--- config.mk ---
export PLATFORM = sky130hd
export DESIGN_NAME = card_game_top
export DESIGN_NICKNAME = d
export VERILOG_FILES = /design/src/verilog/card_pkg.sv /design/src/verilog/card_game_top.sv /design/src/verilog/game_fsm.sv /design/src/verilog/card_painter.sv /design/src/verilog/square_raster.sv
export VERILOG_INCLUDE_DIRS = /design/src /design/src/verilog
export SDC_FILE = /design/constraint.sdc
export NUM_CORES = 1
export LEC_CHECK = 0
export ABC_AREA = 1
export BUFFER_PORTS_ARGS = -buffer_cell sky130_fd_sc_hd__buf_4
export CAP_MARGIN = 20
export CORE_UTILIZATION = 30
export CTS_CLUSTER_SIZE = 28
export DETAILED_ROUTE_END_ITERATION = 6
export PLACE_DENSITY = 0.42
export SYNTH_ARGS = -nofsm -noshare
export SYNTH_HDL_FRONTEND = slang
export SYNTH_SLANG_ARGS = --single-unit
--- constraint.sdc ---
create_clock -name clk -period 7.1 [get_ports clk]
set_input_delay 0.71 -clock clk [delete_from_list [all_inputs] [get_ports clk]]
set_output_delay 0.71 -clock clk [all_outputs]
set_load 0.02 [all_outputs]
--- src/verilog/card_params.svh ---
`ifndef CARD_PARAMS_SVH
`define CARD_PARAMS_SVH

// Grid of cards
`define CARD_GRID_DIM    4
`define CARD_COUNT       16

// Square sides and grid spacing in pixels
`define CARD_FRAME_SIZE  43
`define CARD_TILE_SIZE   35
`define CARD_PITCH       39

`define CARD_FRAME_X0    80
`define CARD_FRAME_Y0    40
`define CARD_TILE_X0     84
`define CARD_TILE_Y0     44

`define CARD_X_W         9
`define CARD_Y_W         8
`define CARD_COLOUR_W    3

`define COLOUR_FRAME     3'd1  // Blue
`define COLOUR_UNFRAME   3'd7  // White
`define COLOUR_BLANK     3'd0  // Black

`endif
--- src/verilog/card_pkg.sv ---
package card_pkg;

	typedef enum logic [3:0] {
		S_IDLE,
		S_DRAW_FIRST,
		S_KEY_WAIT,
		S_LEFT_WAIT,
		S_RIGHT_WAIT,
		S_SELECT_WAIT,
		S_ERASE_FRAME,
		S_DRAW_FRAME,
		S_SHOW_FIRST,
		S_COMPARE,
		S_SHOW_SECOND,
		S_HIDE_FIRST
	} game_state_e;

	typedef enum logic [2:0] {
		DRAW_NONE,
		DRAW_FRAME,
		DRAW_UNFRAME,
		DRAW_CARD,
		DRAW_BLANK
	} draw_op_e;

	// Fixed deal where cards g and g+8 share an image
	function automatic logic [2:0] card_image(input logic [3:0] grid);
		return grid[2:0];
	endfunction

endpackage

--- src/verilog/card_game_top.sv ---
`include "card_params.svh"

module card_game_top
	import card_pkg::*;
(
	input  logic                      clk,
	input  logic                      resetn,
	input  logic                      start,
	input  logic                      left,
	input  logic                      right,
	input  logic                      select,
	output logic [`CARD_X_W-1:0]      x,
	output logic [`CARD_Y_W-1:0]      y,
	output logic [`CARD_COLOUR_W-1:0] colour,
	output logic                      plot
);

	draw_op_e   draw_op;
	logic [3:0] draw_grid;
	logic       draw_done;

	game_fsm u_game_fsm
	(
		.clk       (clk),
		.resetn    (resetn),
		.start     (start),
		.left      (left),
		.right     (right),
		.select    (select),
		.draw_done (draw_done),
		.draw_op   (draw_op),
		.draw_grid (draw_grid)
	);

	card_painter u_card_painter
	(
		.clk       (clk),
		.resetn    (resetn),
		.draw_op   (draw_op),
		.draw_grid (draw_grid),
		.draw_done (draw_done),
		.x         (x),
		.y         (y),
		.colour    (colour),
		.plot      (plot)
	);

endmodule

--- src/verilog/game_fsm.sv ---
`include "card_params.svh"

module game_fsm
	import card_pkg::*;
(
	input  logic       clk,
	input  logic       resetn,
	input  logic       start,
	input  logic       left,
	input  logic       right,
	input  logic       select,
	input  logic       draw_done,
	output draw_op_e   draw_op,
	output logic [3:0] draw_grid
);

	localparam logic [3:0] LAST_GRID = 4'(`CARD_COUNT - 1);

	game_state_e state;
	game_state_e state_next;
	logic [3:0]  cursor;
	logic [3:0]  prev_cursor;
	logic [3:0]  first_pick;
	logic        picked;
	logic        move_left;
	logic        move_right;
	logic        pick_first;
	logic        is_match;

	// Keys act on release
	assign move_left  = (state == S_LEFT_WAIT) && !left;
	assign move_right = (state == S_RIGHT_WAIT) && !right;
	assign pick_first = (state == S_SELECT_WAIT) && !select && !picked;
	assign is_match   = (card_image(first_pick) == card_image(cursor));

	always_comb
	begin
		state_next = state;
		case (state)
			S_IDLE:
				if (start)
					state_next = S_DRAW_FIRST;
			S_KEY_WAIT:
				if (left)
					state_next = S_LEFT_WAIT;
				else if (right)
					state_next = S_RIGHT_WAIT;
				else if (select)
					state_next = S_SELECT_WAIT;
			S_LEFT_WAIT:
				if (!left)
					state_next = S_ERASE_FRAME;
			S_RIGHT_WAIT:
				if (!right)
					state_next = S_ERASE_FRAME;
			S_SELECT_WAIT:
				if (!select)
					state_next = picked ? S_COMPARE : S_SHOW_FIRST;
			S_ERASE_FRAME:
				if (draw_done)
					state_next = S_DRAW_FRAME;
			S_DRAW_FIRST, S_DRAW_FRAME, S_SHOW_FIRST, S_SHOW_SECOND, S_HIDE_FIRST:
				if (draw_done)
					state_next = S_KEY_WAIT;
			S_COMPARE:
				state_next = is_match ? S_SHOW_SECOND : S_HIDE_FIRST;
			default:
				state_next = S_IDLE;
		endcase
	end

	always_ff @(posedge clk or negedge resetn)
	begin
		if (!resetn)
		begin
			state       <= S_IDLE;
			cursor      <= 4'd0;
			prev_cursor <= 4'd0;
			picked      <= 1'b0;
		end
		else
		begin
			state <= state_next;
			if (move_left || move_right)
				prev_cursor <= cursor;  // Old spot gets unframed
			if (move_left)
				cursor <= (cursor == 4'd0) ? LAST_GRID : cursor - 4'd1;
			else if (move_right)
				cursor <= (cursor == LAST_GRID) ? 4'd0 : cursor + 4'd1;
			if (pick_first)
				picked <= 1'b1;
			else if (state == S_COMPARE)
				picked <= 1'b0;  // Pair resolved either way
		end
	end

	always_ff @(posedge clk)
	begin
		if (pick_first)
			first_pick <= cursor;
	end

	always_comb
	begin
		draw_op   = DRAW_NONE;
		draw_grid = cursor;
		case (state)
			S_DRAW_FIRST, S_DRAW_FRAME:
				draw_op = DRAW_FRAME;
			S_ERASE_FRAME:
			begin
				draw_op   = DRAW_UNFRAME;
				draw_grid = prev_cursor;
			end
			S_SHOW_FIRST, S_SHOW_SECOND:
				draw_op = DRAW_CARD;
			S_HIDE_FIRST:
			begin
				draw_op   = DRAW_BLANK;
				draw_grid = first_pick;  // Mismatch turns first card black
			end
			default:
				draw_op = DRAW_NONE;
		endcase
	end

endmodule

--- src/verilog/card_painter.sv ---
`include "card_params.svh"

module card_painter
	import card_pkg::*;
(
	input  logic                      clk,
	input  logic                      resetn,
	input  draw_op_e                  draw_op,
	input  logic [3:0]                draw_grid,
	output logic                      draw_done,
	output logic [`CARD_X_W-1:0]      x,
	output logic [`CARD_Y_W-1:0]      y,
	output logic [`CARD_COLOUR_W-1:0] colour,
	output logic                      plot
);

	logic                      frame_run;
	logic                      tile_run;
	logic [5:0]                f_col, f_row, t_col, t_row;
	logic                      f_last, t_last;
	logic [5:0]                col_off, row_off;
	logic [1:0]                grid_col, grid_row;
	logic [`CARD_X_W-1:0]      base_x, pix_x;
	logic [`CARD_Y_W-1:0]      base_y, pix_y;
	logic                      border;
	logic                      pix_plot;
	logic [`CARD_COLOUR_W-1:0] pix_colour;

	assign frame_run = (draw_op == DRAW_FRAME) || (draw_op == DRAW_UNFRAME);
	assign tile_run  = (draw_op == DRAW_CARD) || (draw_op == DRAW_BLANK);

	square_raster #(.SIDE(`CARD_FRAME_SIZE)) frame_raster
	(
		.clk(clk), .resetn(resetn), .run(frame_run),
		.col_off(f_col), .row_off(f_row), .last(f_last)
	);

	square_raster #(.SIDE(`CARD_TILE_SIZE)) tile_raster
	(
		.clk(clk), .resetn(resetn), .run(tile_run),
		.col_off(t_col), .row_off(t_row), .last(t_last)
	);

	assign draw_done = f_last | t_last;

	assign grid_col = 2'(draw_grid % `CARD_GRID_DIM);
	assign grid_row = 2'(draw_grid / `CARD_GRID_DIM);
	assign base_x   = frame_run ? `CARD_X_W'(`CARD_FRAME_X0) : `CARD_X_W'(`CARD_TILE_X0);
	assign base_y   = frame_run ? `CARD_Y_W'(`CARD_FRAME_Y0) : `CARD_Y_W'(`CARD_TILE_Y0);
	assign col_off  = frame_run ? f_col : t_col;
	assign row_off  = frame_run ? f_row : t_row;

	// Column offset moves x, row offset moves y
	assign pix_x = base_x + `CARD_X_W'(grid_col * `CARD_PITCH) + `CARD_X_W'(col_off);
	assign pix_y = base_y + `CARD_Y_W'(grid_row * `CARD_PITCH) + `CARD_Y_W'(row_off);

	assign border = (f_col == 6'd0) || (f_col == 6'(`CARD_FRAME_SIZE - 1)) ||
		(f_row == 6'd0) || (f_row == 6'(`CARD_FRAME_SIZE - 1));

	always_comb
	begin
		pix_plot   = 1'b0;
		pix_colour = `COLOUR_BLANK;
		case (draw_op)
			DRAW_FRAME:
			begin
				pix_plot   = border;
				pix_colour = `COLOUR_FRAME;
			end
			DRAW_UNFRAME:
			begin
				pix_plot   = border;
				pix_colour = `COLOUR_UNFRAME;
			end
			DRAW_CARD:
			begin
				pix_plot   = 1'b1;
				pix_colour = card_image(draw_grid);  // Solid face colour
			end
			DRAW_BLANK:
				pix_plot = 1'b1;
			default:
				pix_plot = 1'b0;
		endcase
	end

	always_ff @(posedge clk or negedge resetn)
	begin
		if (!resetn)
			plot <= 1'b0;
		else
			plot <= pix_plot;
	end

	always_ff @(posedge clk)
	begin
		x      <= pix_x;
		y      <= pix_y;
		colour <= pix_colour;
	end

endmodule

--- src/verilog/square_raster.sv ---
module square_raster
#(
	parameter int SIDE = 43
)
(
	input  logic       clk,
	input  logic       resetn,
	input  logic       run,
	output logic [5:0] col_off,
	output logic [5:0] row_off,
	output logic       last
);

	localparam int COUNT_MAX = SIDE * SIDE - 1;
	localparam int COUNT_W   = $clog2(SIDE * SIDE);

	logic [COUNT_W-1:0] count;

	// Wraps on last so a back-to-back run starts at zero
	always_ff @(posedge clk or negedge resetn)
	begin
		if (!resetn)
			count <= '0;
		else if (!run || last)
			count <= '0;
		else
			count <= count + 1'b1;
	end

	assign last    = (count == COUNT_W'(COUNT_MAX));
	assign col_off = 6'(count / SIDE);
	assign row_off = 6'(count % SIDE);

endmodule

## Word level (Yosys, flattened, before mapping)

Index checks and enable logic that the tools add are counted.

- Register bits: 60
- Logic and storage cells: 112

- Add/sub/neg operators: 8
- Multiply operators: 2
- Divide/modulo/power cells: 4
- Eq/ne operators: 28
- Mux-type cells: 28
- Bitwise operators: 1
- Reductions and logical operators: 30

Operators by type and width:

| kind | count |
|---|---|
| $div A11 B6 Y32 const B | 2 |
| $mod A11 B6 Y32 const B | 2 |
| $mux W4 | 13 |
| $pmux W4 S8 | 1 |
| $add A11 B1 Y11 const B | 2 |
| $eq A11 B11 Y1 const B | 2 |
| $mux W11 | 2 |
| $eq A4 B4 Y1 const B | 5 |
| $eq A4 B3 Y1 const B | 4 |
| $mul A2 B6 Y8 const B | 2 |
| $eq A6 B6 Y1 const B | 2 |
| $logic_not A6 Y1 | 2 |
| $mux W6 | 2 |
| $ne A2 B2 Y1 const B | 6 |
| $pmux W3 S4 | 1 |
| $add A9 B6 Y9 | 1 |
| $add A9 B8 Y9 | 1 |
| $pmux W3 S3 | 1 |
| $add A8 B6 Y8 | 1 |
| $add A8 B8 Y8 | 1 |
| $eq A4 B2 Y1 const B | 2 |
| $logic_not A4 Y1 | 2 |
| $logic_or A1 B1 Y1 | 8 |
| $pmux W4 S2 | 1 |
| 18 further kinds | 35 |

## Depth between registers and ports, before layout

Gate-level depths: netlist of run 1.

- Word-level depth: 8
- Mapped depth: 57
- Gate-level depth less buffers: 55

## Cells and area by module

A second synthesis of run 1 with hierarchy kept.

- Cells, all modules: 1261
- Area total of the unflattened synthesis: 7976.4 um^2

Modules (own cells, without submodules):

| module | instances | cells an instance | area each (um^2) | sequential area each (um^2) |
|---|---|---|---|---|
| square_raster at u_card_painter.frame_raster | 1 | 493 | 2752.6 | 275.3 |
| square_raster at u_card_painter.tile_raster | 1 | 429 | 2509.9 | 275.3 |
| card_painter | 1 | 188 | 1531.5 | 425.4 |
| game_fsm | 1 | 151 | 1182.4 | 445.4 |

## Least setup slack after synthesis of run 1

OpenSTA, ideal clock, no wires.

- Path kind: register to register
- Start: register u_card_painter.tile_raster.count[5]
- End: register u_card_painter.y[6]
- Arrival: 6.714 ns
- Data required time: 6.973 ns
- Setup slack: 0.260 ns
- Stages on the path, launching flop included: 46
- Buffers on the path: 1
- Period minus slack after synthesis: 6.840 ns
- Cells stage by stage: dfrtp_1 > buf_4 > nand2_4 > nand2_2 > inv_2 > nand2_4 > ha_1 > o21ai_2 > inv_2 > o31ai_1 > nand2_1 > nand2_1 > nand2_1 > nor2_1 > nand2_4 > nand3_4 > nand2_1 > nand2_1 > [10 not listed] > nor2_4 > nand3_1 > and2_4 > ha_1 > nor3_1 > nor2_1 > nor2_2 > nand3_1 > nand3_1 > o21ai_1 > fa_1 > fa_1 > inv_1 > ha_1 > fa_1 > a21oi_1 > o21ai_0 > xor2_1

- Longest elaborated chain between the ends: 3

Ends and longest elaborated chain:

| what | RTL line | text |
|---|---|---|
| from (decl) | square_raster.sv:17 | `logic [COUNT_W-1:0] count;` |
| from (signal assigned) | square_raster.sv:27 | `count <= count + 1'b1;` |
| $mod A11 B6 Y32 | square_raster.sv:32 | `assign row_off = 6'(count % SIDE);` |
| $mux W6 | card_painter.sv:51 | `assign row_off = frame_run ? f_row : t_row;` |
| $add A8 B6 Y8 | card_painter.sv:55 | `` assign pix_y = base_y + `CARD_Y_W'(grid_row * `CARD_PITCH) + `CARD_Y_W'(row_off); `` |
| via u_card_painter.pix_y[6] | card_painter.sv:24 | `` logic [`CARD_Y_W-1:0] base_y, pix_y; `` |
| to (signal assigned) | card_painter.sv:98 | `y <= pix_y;` |
| to (decl) | card_painter.sv:12 | `` output logic [`CARD_Y_W-1:0] y, `` |

The timed path passes the listed nets, and every way through them passes these cells.
A chain may end at the register's enable or synchronous reset.

## Final worst setup path of run 1

- Start: register u_card_painter.tile_raster.count[8]
- End: register u_card_painter.y[6]

The elaborated chain is that of the path after synthesis.

==> results.md, run 1 <==
- Status: complete, no violations
- Number of synthesized flops with an enable pin: 4
- H-tree levels: 3
- Count of different cell masters after synthesis: between 50 and 60
- Leakage: between 4 and 5 nW
- Reg2reg end: u_card_painter.y[6]
- Pin count of the biggest net entering global routing: 37
- Residual DRC: 0
- Setup slack, reg-to-reg: 0.42 ns
- Final slew viol count: 0
- Post-synth net total: 1132
- Worst setup path category: reg -> reg
- Final worst-path cycle share: 94.1%
- Post-Route WL: 19400 um
- Syn_area_per_cell: 6.51 um2
- TritonCTS clock tree: yes
- Largest stage delay, worst path: 0.54 ns
- Syn Std Cell Area: 7020 um2
- Clk sinks: 60
- Critical Path Start Type: flop
- Asr flop ratio synth: about three fifths
- Worst r2r path cells: 48
- Net count reported at finish: 1251
- Top FF cell, synth: dfrtp_1
- Most used cell, CP: nand2_2
- Area Overhead vs Synth: 29.7%
- Minimum clock period: 6.68 ns
- Ys Warns: 0
- Syn Inst Count: between 1000 and 1500
- Die width: 155 um
- WL/cell: 12.8 um
- Max-Cap Viols: 0
- Routed wl met2: around 9500 um
- Routed length on met3: 341 um
- Vias in the first global route: 6671
- Worst-margin pin slew: 0.653 ns
- Routed via count: around 7000
- Final Wtd Congestion: 0.806
- Seq cells post-synth: 60
- Port Buf Inserts: 26
- Layout cells sized above 1: 28.6%
- GRT Resource Usage Total: 16.6%
- Post-Place Worst Slack: -0.00737 ns
- Setup TNS: 0 ns
- Reg clk slew, reported paths: ~0.06 ns
- Finish-stage setup viols: 0
- Final Hold Fails: 0
- CTS buffer count: 9
- Crit path required time: 7.33 ns
- Clock skew: 0.0121 ns
- Worst EP arrival: 6.91 ns
- Hold Crit Class: in -> async
- Final Power: 0.936 mW
- Fin util: 40.0%
- Final antenna-violating net count: 0
- Post-CTS Hold Buffers: 0
- Top sig layer: met4
- Critical path's slowest cell: fa_1
- DRT Pass-1 Iters: 4
- Clk_lat worst skew: 0.34 ns
- Initial Util: 30.8%
- Height of the die: 155 um
- Vias per cell: 4.62
- Placement Rows: 55
- Fin cells: 1516
- Core area: 22800 um2
- Die ar.: 24000 um2
- Placed cell count: between 1000 and 1500
- Worst-path maximum fanout: 8
- DP HPWL: 15300 um
- Starting DRT DRC Count: 274
- M1 WL: 9560 um
- Clock root cell: clkbuf_16
- Pwr per Cell Area: 103 nW/um2
- CP Capture Type: flop
- Worst reg2reg startpoint: u_card_painter.tile_raster.count[8]
- Slew HR: between 50% and 60%
- VDD IR max: 0.0000897 V
- Clk buf depth: 2
- Worst setup margin: 0.419 ns
- First-pass GRT wire length: ~32000 um
- GR Overflow Total: 0
- Initial antenna violation count: 0
- Register area share after synthesis: approximately a fifth
- Diode count: 0
- Top Ports: 27
- Max Freq: 150 MHz
## Yosys cell counts, types with 9 or more instances
library cell	n	share of area [%]
fa_1	9	2.6
ha_1	38	6.8
inv_2	27	1.4
nor2_2	12	1.1
nand2_1	290	16
inv_1	147	7.9
a21oi_1	22	1.6
nand3_2	9	1.3
nand2_2	39	3.5
dfxtp_1	20	5.7
nor2_1	88	4.7
nand4_1	40	3.6
o21ai_0	35	2.5
nor3_1	17	1.2
o21ai_1	14	1.0
nand3_4	10	2.5
dfrtp_1	36	13
nand3_1	89	6.3
xor2_1	33	4.1
## where the power goes
part | switching (mW) | internal [mW] | total [mW]
combinational | 0.0419 | 0.0287 | 0.0706
sequential | 0.00548 | 0.356 | 0.362
clock | 0.167 | 0.337 | 0.504
## stage by stage
| stage | area, um2 | hold WS, ns |
|---|---|---|
| finish | 9110 | 0.347 |
| global route | 9110 | 0.395 |
| CTS | 8210 | 0.366 |
| detailed placement | 7860 | 0.524 |
| global placement | 7860 | 0.515 |
| floorplan | 7020 | 0.414 |
## routing by layer
layer	vias to the layer above	GRT usage (%)
met5	-	0
met4	0	2.69
met3	8	2.45
met2	48	28.7
met1	3208	22.1
li1	3734	-
## placed cells by master (no fill, tap or decap), types with 7 or more instances in the layout
master     netlist  routed
nand3_2          9      16
xor2_1          33      32
nor2_4           7      16
dfxtp_1         20      20
o21ai_1         14       9
inv_2           27      32
nand4_1         40      40
nor2_2          12       7
nand2_1        290     259
buf_6            2       7
o211ai_1         8       8
nand2_2         39      50
o21ai_2          7      11
nand3_1         89      78
nor3_1          17      16
fa_1             9       7
dfrtp_1         36      34
nand3_4         10      16
a21oi_1         22      20
inv_1          147     140
xnor2_1          8       8
o21ai_0         35      33
clkbuf_16        0       9
nor2_1          88      84
ha_1            38      32
nand2_4          7      26
buf_4            2     113
## layout make-up
type / instances / area, um2
Clock buffer: 13 / 270
Tap cell: 313 / 392
Timing Repair Buffer: 120 / 927
Multi-Input combinational cell: 830 / 5350
Inverter: 177 / 674
Sequential cell: 60 / 1420
Clock inverter: 3 / 68.8
Fill cell: 2471 / 13700
## sequential cells by signal, summed over array words and instances (netlist names)
name                               flops
u_game_fsm.first_pick                  4
u_card_painter.colour                  3
u_game_fsm.cursor                      4
u_card_painter.plot                    1
u_card_painter.y                       8
u_game_fsm.state                       4
u_card_painter.frame_raster.count     11
u_card_painter.tile_raster.count      11
u_game_fsm.picked                      1
u_game_fsm.prev_cursor                 4
u_card_painter.x                       9
## worst max-delay path by stage
stage          cells past startpoint                  end  slack, ns                            startpoint
6_report                          48  u_card_painter.y[6]       0.42   u_card_painter.tile_raster.count[8]
5_1_grt                           48  u_card_painter.y[6]      -0.09   u_card_painter.tile_raster.count[8]
4_1_cts                           46  u_card_painter.y[6]      0.002   u_card_painter.tile_raster.count[7]
3_5_place_dp                      49  u_card_painter.y[6]     -0.007  u_card_painter.frame_raster.count[8]
3_3_place_gp                      49  u_card_painter.y[6]      -0.04  u_card_painter.frame_raster.count[8]
2_1_floorplan                     45  u_card_painter.y[6]       0.26   u_card_painter.tile_raster.count[5]
## kinds of logic (layout without fill, tap and decap cells)
family,count (synthesis),in the layout,synth area share (%)
flops,60,60,20.2
xor+xnor,41,41,5.12
compound gates,119,119,11.0
simple gates,621,623,43.6
buf+inv,191,313,10.7
fa+ha+maj,47,47,9.34
## worst max-delay path: cells and delay by family (launching register included)
kind / cells / cell delay, ns
xor+xnor: 1 / 0.14
compound gates: 6 / 0.81
buf+inv: 8 / 0.69
fa+ha+maj: 6 / 1.85
simple gates: 27 / 2.69
flops: 1 / 0.37
## timing repair
action                     in CTS  in global routing
pin swaps                       0                 70
gates resized for setup         1                132
buffers inserted                0                 49
gates cloned                    0                  2
setup endpoints to repair       1                  9
Power figures use the tool's default switching activity.
==> run 2: changes to the inputs <==
CORE_MARGIN = 2   (was not set)
HOLD_SLACK_MARGIN = 0.12   (was not set)
==> run 2 against run 1 <==
Net effect:
- setup slack got worse by 0.086 ns
- sequential power about the same
- combinational power is 3% higher
- first-iteration DRC count grew 0.36%
- clock skew decreased by 0.0034 ns
- non-clock buffer count fell by 10
- clock power hardly changed
- die area is 2.6% higher
- cell count down 0.66%
- maximum frequency decreased by 1.3%
- via count decreased by 1.2%
==> results.md, run 2 (synthesis gave the netlist of run 1 again) <==
- Hold Crit Class: in -> async
- Largest stage delay, worst path: 0.50 ns (-0.04 ns)
- Final Power: 0.934 mW (-0.20%)
- Layout cells sized above 1: 27.1% (-1.5 points)
- Post-Route WL: 19200 um (-1.1%)
- Placement Rows: 55 (unchanged)
- Commonest non-fill, non-tap cell in the layout: nand2_1
- Critical path's slowest cell: fa_1
- Post-CTS Hold Buffers: 0 (unchanged)
- VDD IR max: 0.000108 V (+21%)
- Final worst-path cycle share: 95.3% (+1.2 points)
- Worst setup margin: 0.333 ns (-0.0860 ns)
- Pin count of the biggest net entering global routing: 37 (unchanged)
- TritonCTS clock tree: yes
- Worst-path maximum fanout: 8 (unchanged)
- Die width: 157 um (+1.3%)
- Port Buf Inserts: 26 (unchanged)
- Leakage: 4.57 nW (-2.0%)
- Worst reg2reg startpoint: u_card_painter.tile_raster.count[6]
- Clk sinks: 60 (unchanged)
- Post-Place Worst Slack: -0.0645 ns (-0.0571 ns)
- Final Hold Fails: 0 (unchanged)
- Setup crit end: u_card_painter.y[6]
- Top Ports: 27 (unchanged)
- Diode count: 0 (unchanged)
- Status: complete, no violations
- Height of the die: 157 um (+1.3%)
- Clk buf depth: 2 (unchanged)
- DRT Pass-1 Iters: 6 (+2)
- Minimum clock period: 6.77 ns (+0.0860 ns)
- Final Wtd Congestion: 0.766 (-4.9%)
- Clk_lat worst skew: 0.34 ns (about the same)
- Final antenna-violating net count: 0 (unchanged)
- GR Overflow Total: 0 (unchanged)
- Net count reported at finish: 1241 (-0.80%)
- CTS buffer count: 9 (unchanged)
- H-tree levels: 3 (unchanged)
- Max-Cap Viols: 0 (unchanged)
- Worst EP arrival: 6.99 ns (+0.08 ns)
- Vias in the first global route: 6626 (-0.67%)
- Reg2reg end: u_card_painter.y[6]
- Critical Path Start: u_card_painter.tile_raster.count[6]
- Routed via count: 6911 (-1.2%)
- Initial Util: 30.8% (unchanged)
- Min Hold Slack: 0.351 ns (+0.00353 ns)
- Worst-margin pin slew: 0.696 ns (+0.0432 ns)
- Starting DRT DRC Count: 275 (+0.36%)
- Reg clk slew, reported paths: 0.06 ns (about the same)
- Clock root cell: clkbuf_16
- Die ar.: 24600 um2 (+2.6%)
- Initial antenna violation count: 0 (unchanged)
- Pwr per Cell Area: 105 nW/um2 (+2.3%)
- DP Area: 7870 um2 (about the same)
- Finish-stage setup viols: 0 (unchanged)
- Worst setup path category: reg -> reg
- Worst r2r path cells: 45 (-6.3%)
- Crit path required time: 7.32 ns (about the same)
- Most frequent cells in the layout: nand2_1 (267), inv_1 (142), buf_4 (107)
- First-pass GRT wire length: 32200 um (-0.72%)
- Largest regs: u_card_painter.frame_raster.count (11), u_card_painter.tile_raster.count (11), u_card_painter.x (9)
- Core area: 22800 um2 (unchanged)
- GRT Resource Usage Total: 16.0% (-0.55 points)
- DP HPWL: 15200 um (-0.45%)
- Area Overhead vs Synth: 26.5%
- Vias per cell: 4.59 (-0.59%)
- Final slew viol count: 0 (unchanged)
- Max Freq: 148 MHz (-1.3%)
- CP Capture Type: flop
- WL/cell: 12.8 um (-0.40%)
- Residual DRC: 0 (unchanged)
- Clock skew: 0.00874 ns (-0.00336 ns)
- Post-layout instance area: 8880 um2 (-2.5%)
- Critical Path Start Type: flop
- Setup slack, reg-to-reg: 0.33 ns (-0.09 ns)
- Slew HR: 53.6% (-2.5 points)
[run 2: cell types whose count changed in the layout (fill, tap and decap cells not counted), moves of 3 or more]
cell / before / now
buf_4: 113 / 107
buf_6: 7 / 3
nand2_1: 259 / 267
nand2_4: 26 / 17
nor2_1: 84 / 81
nor2_2: 7 / 12
[run 2: critical path: cells and delay by family, from the launching register on]
family          cells  cell delay (ns)
simple gates       22             2.17
fa+ha+maj           7             2.06
compound gates      8             1.28
buf+inv             7             0.54
flops               1             0.44
xor+xnor            1             0.14
[run 2: repair_timing]
action,CTS,global route
gates resized for setup,2,97
buffers inserted,1,37
setup endpoints to repair,1,9
gates cloned,0,2
pin swaps,1,56
[run 2: worst min path at each step]
stage / cells past startpoint / start / end
5_1_grt: 1 / resetn / u_game_fsm.cursor[2]
3_5_place_dp: 2 / u_game_fsm.prev_cursor[2] / u_game_fsm.prev_cursor[2]
6_report: 1 / resetn / u_game_fsm.cursor[2]
3_3_place_gp: 2 / u_game_fsm.prev_cursor[2] / u_game_fsm.prev_cursor[2]
2_1_floorplan: 0 / resetn / u_card_painter.frame_raster.count[0]
4_1_cts: 1 / resetn / u_game_fsm.cursor[2]
[run 2: area by class of cell]
type / count / area (um2)
clock inverters: 3 / 68.8
clock buffers: 13 / 270
well taps: 313 / 392
repair buffers: 110 / 837
multi-input cells: 830 / 5220
inverters: 177 / 673
flip-flops and latches: 60 / 1430
fillers: 2458 / 13900
[run 2: layer usage]
metal | GRT usage [%] | wire, um | vias up
met5 | 0 | 0 | -
met4 | 4.24 | 268 | 0
met3 | 2.18 | 396 | 16
met2 | 27.1 | 9020 | 71
met1 | 21.5 | 9550 | 3123
li1 | - | - | 3701
[run 2: power by group]
part	switching, mW	internal [mW]	total (mW)
combinational	0.0429	0.0296	0.0724
sequential	0.00523	0.356	0.361
clock	0.164	0.337	0.501
total	0.212	0.722	0.934
[run 2: stage by stage]
step	utilization, %	setup TNS (ns)	instances
after floorplan	-	0	1079
after global placement	34.6	-0.0283	1450
after detailed placement	34.6	-0.0645	1450
after CTS	36.1	0	1467
after global routing	39.0	-0.112	1506
final	39.0	0	1506
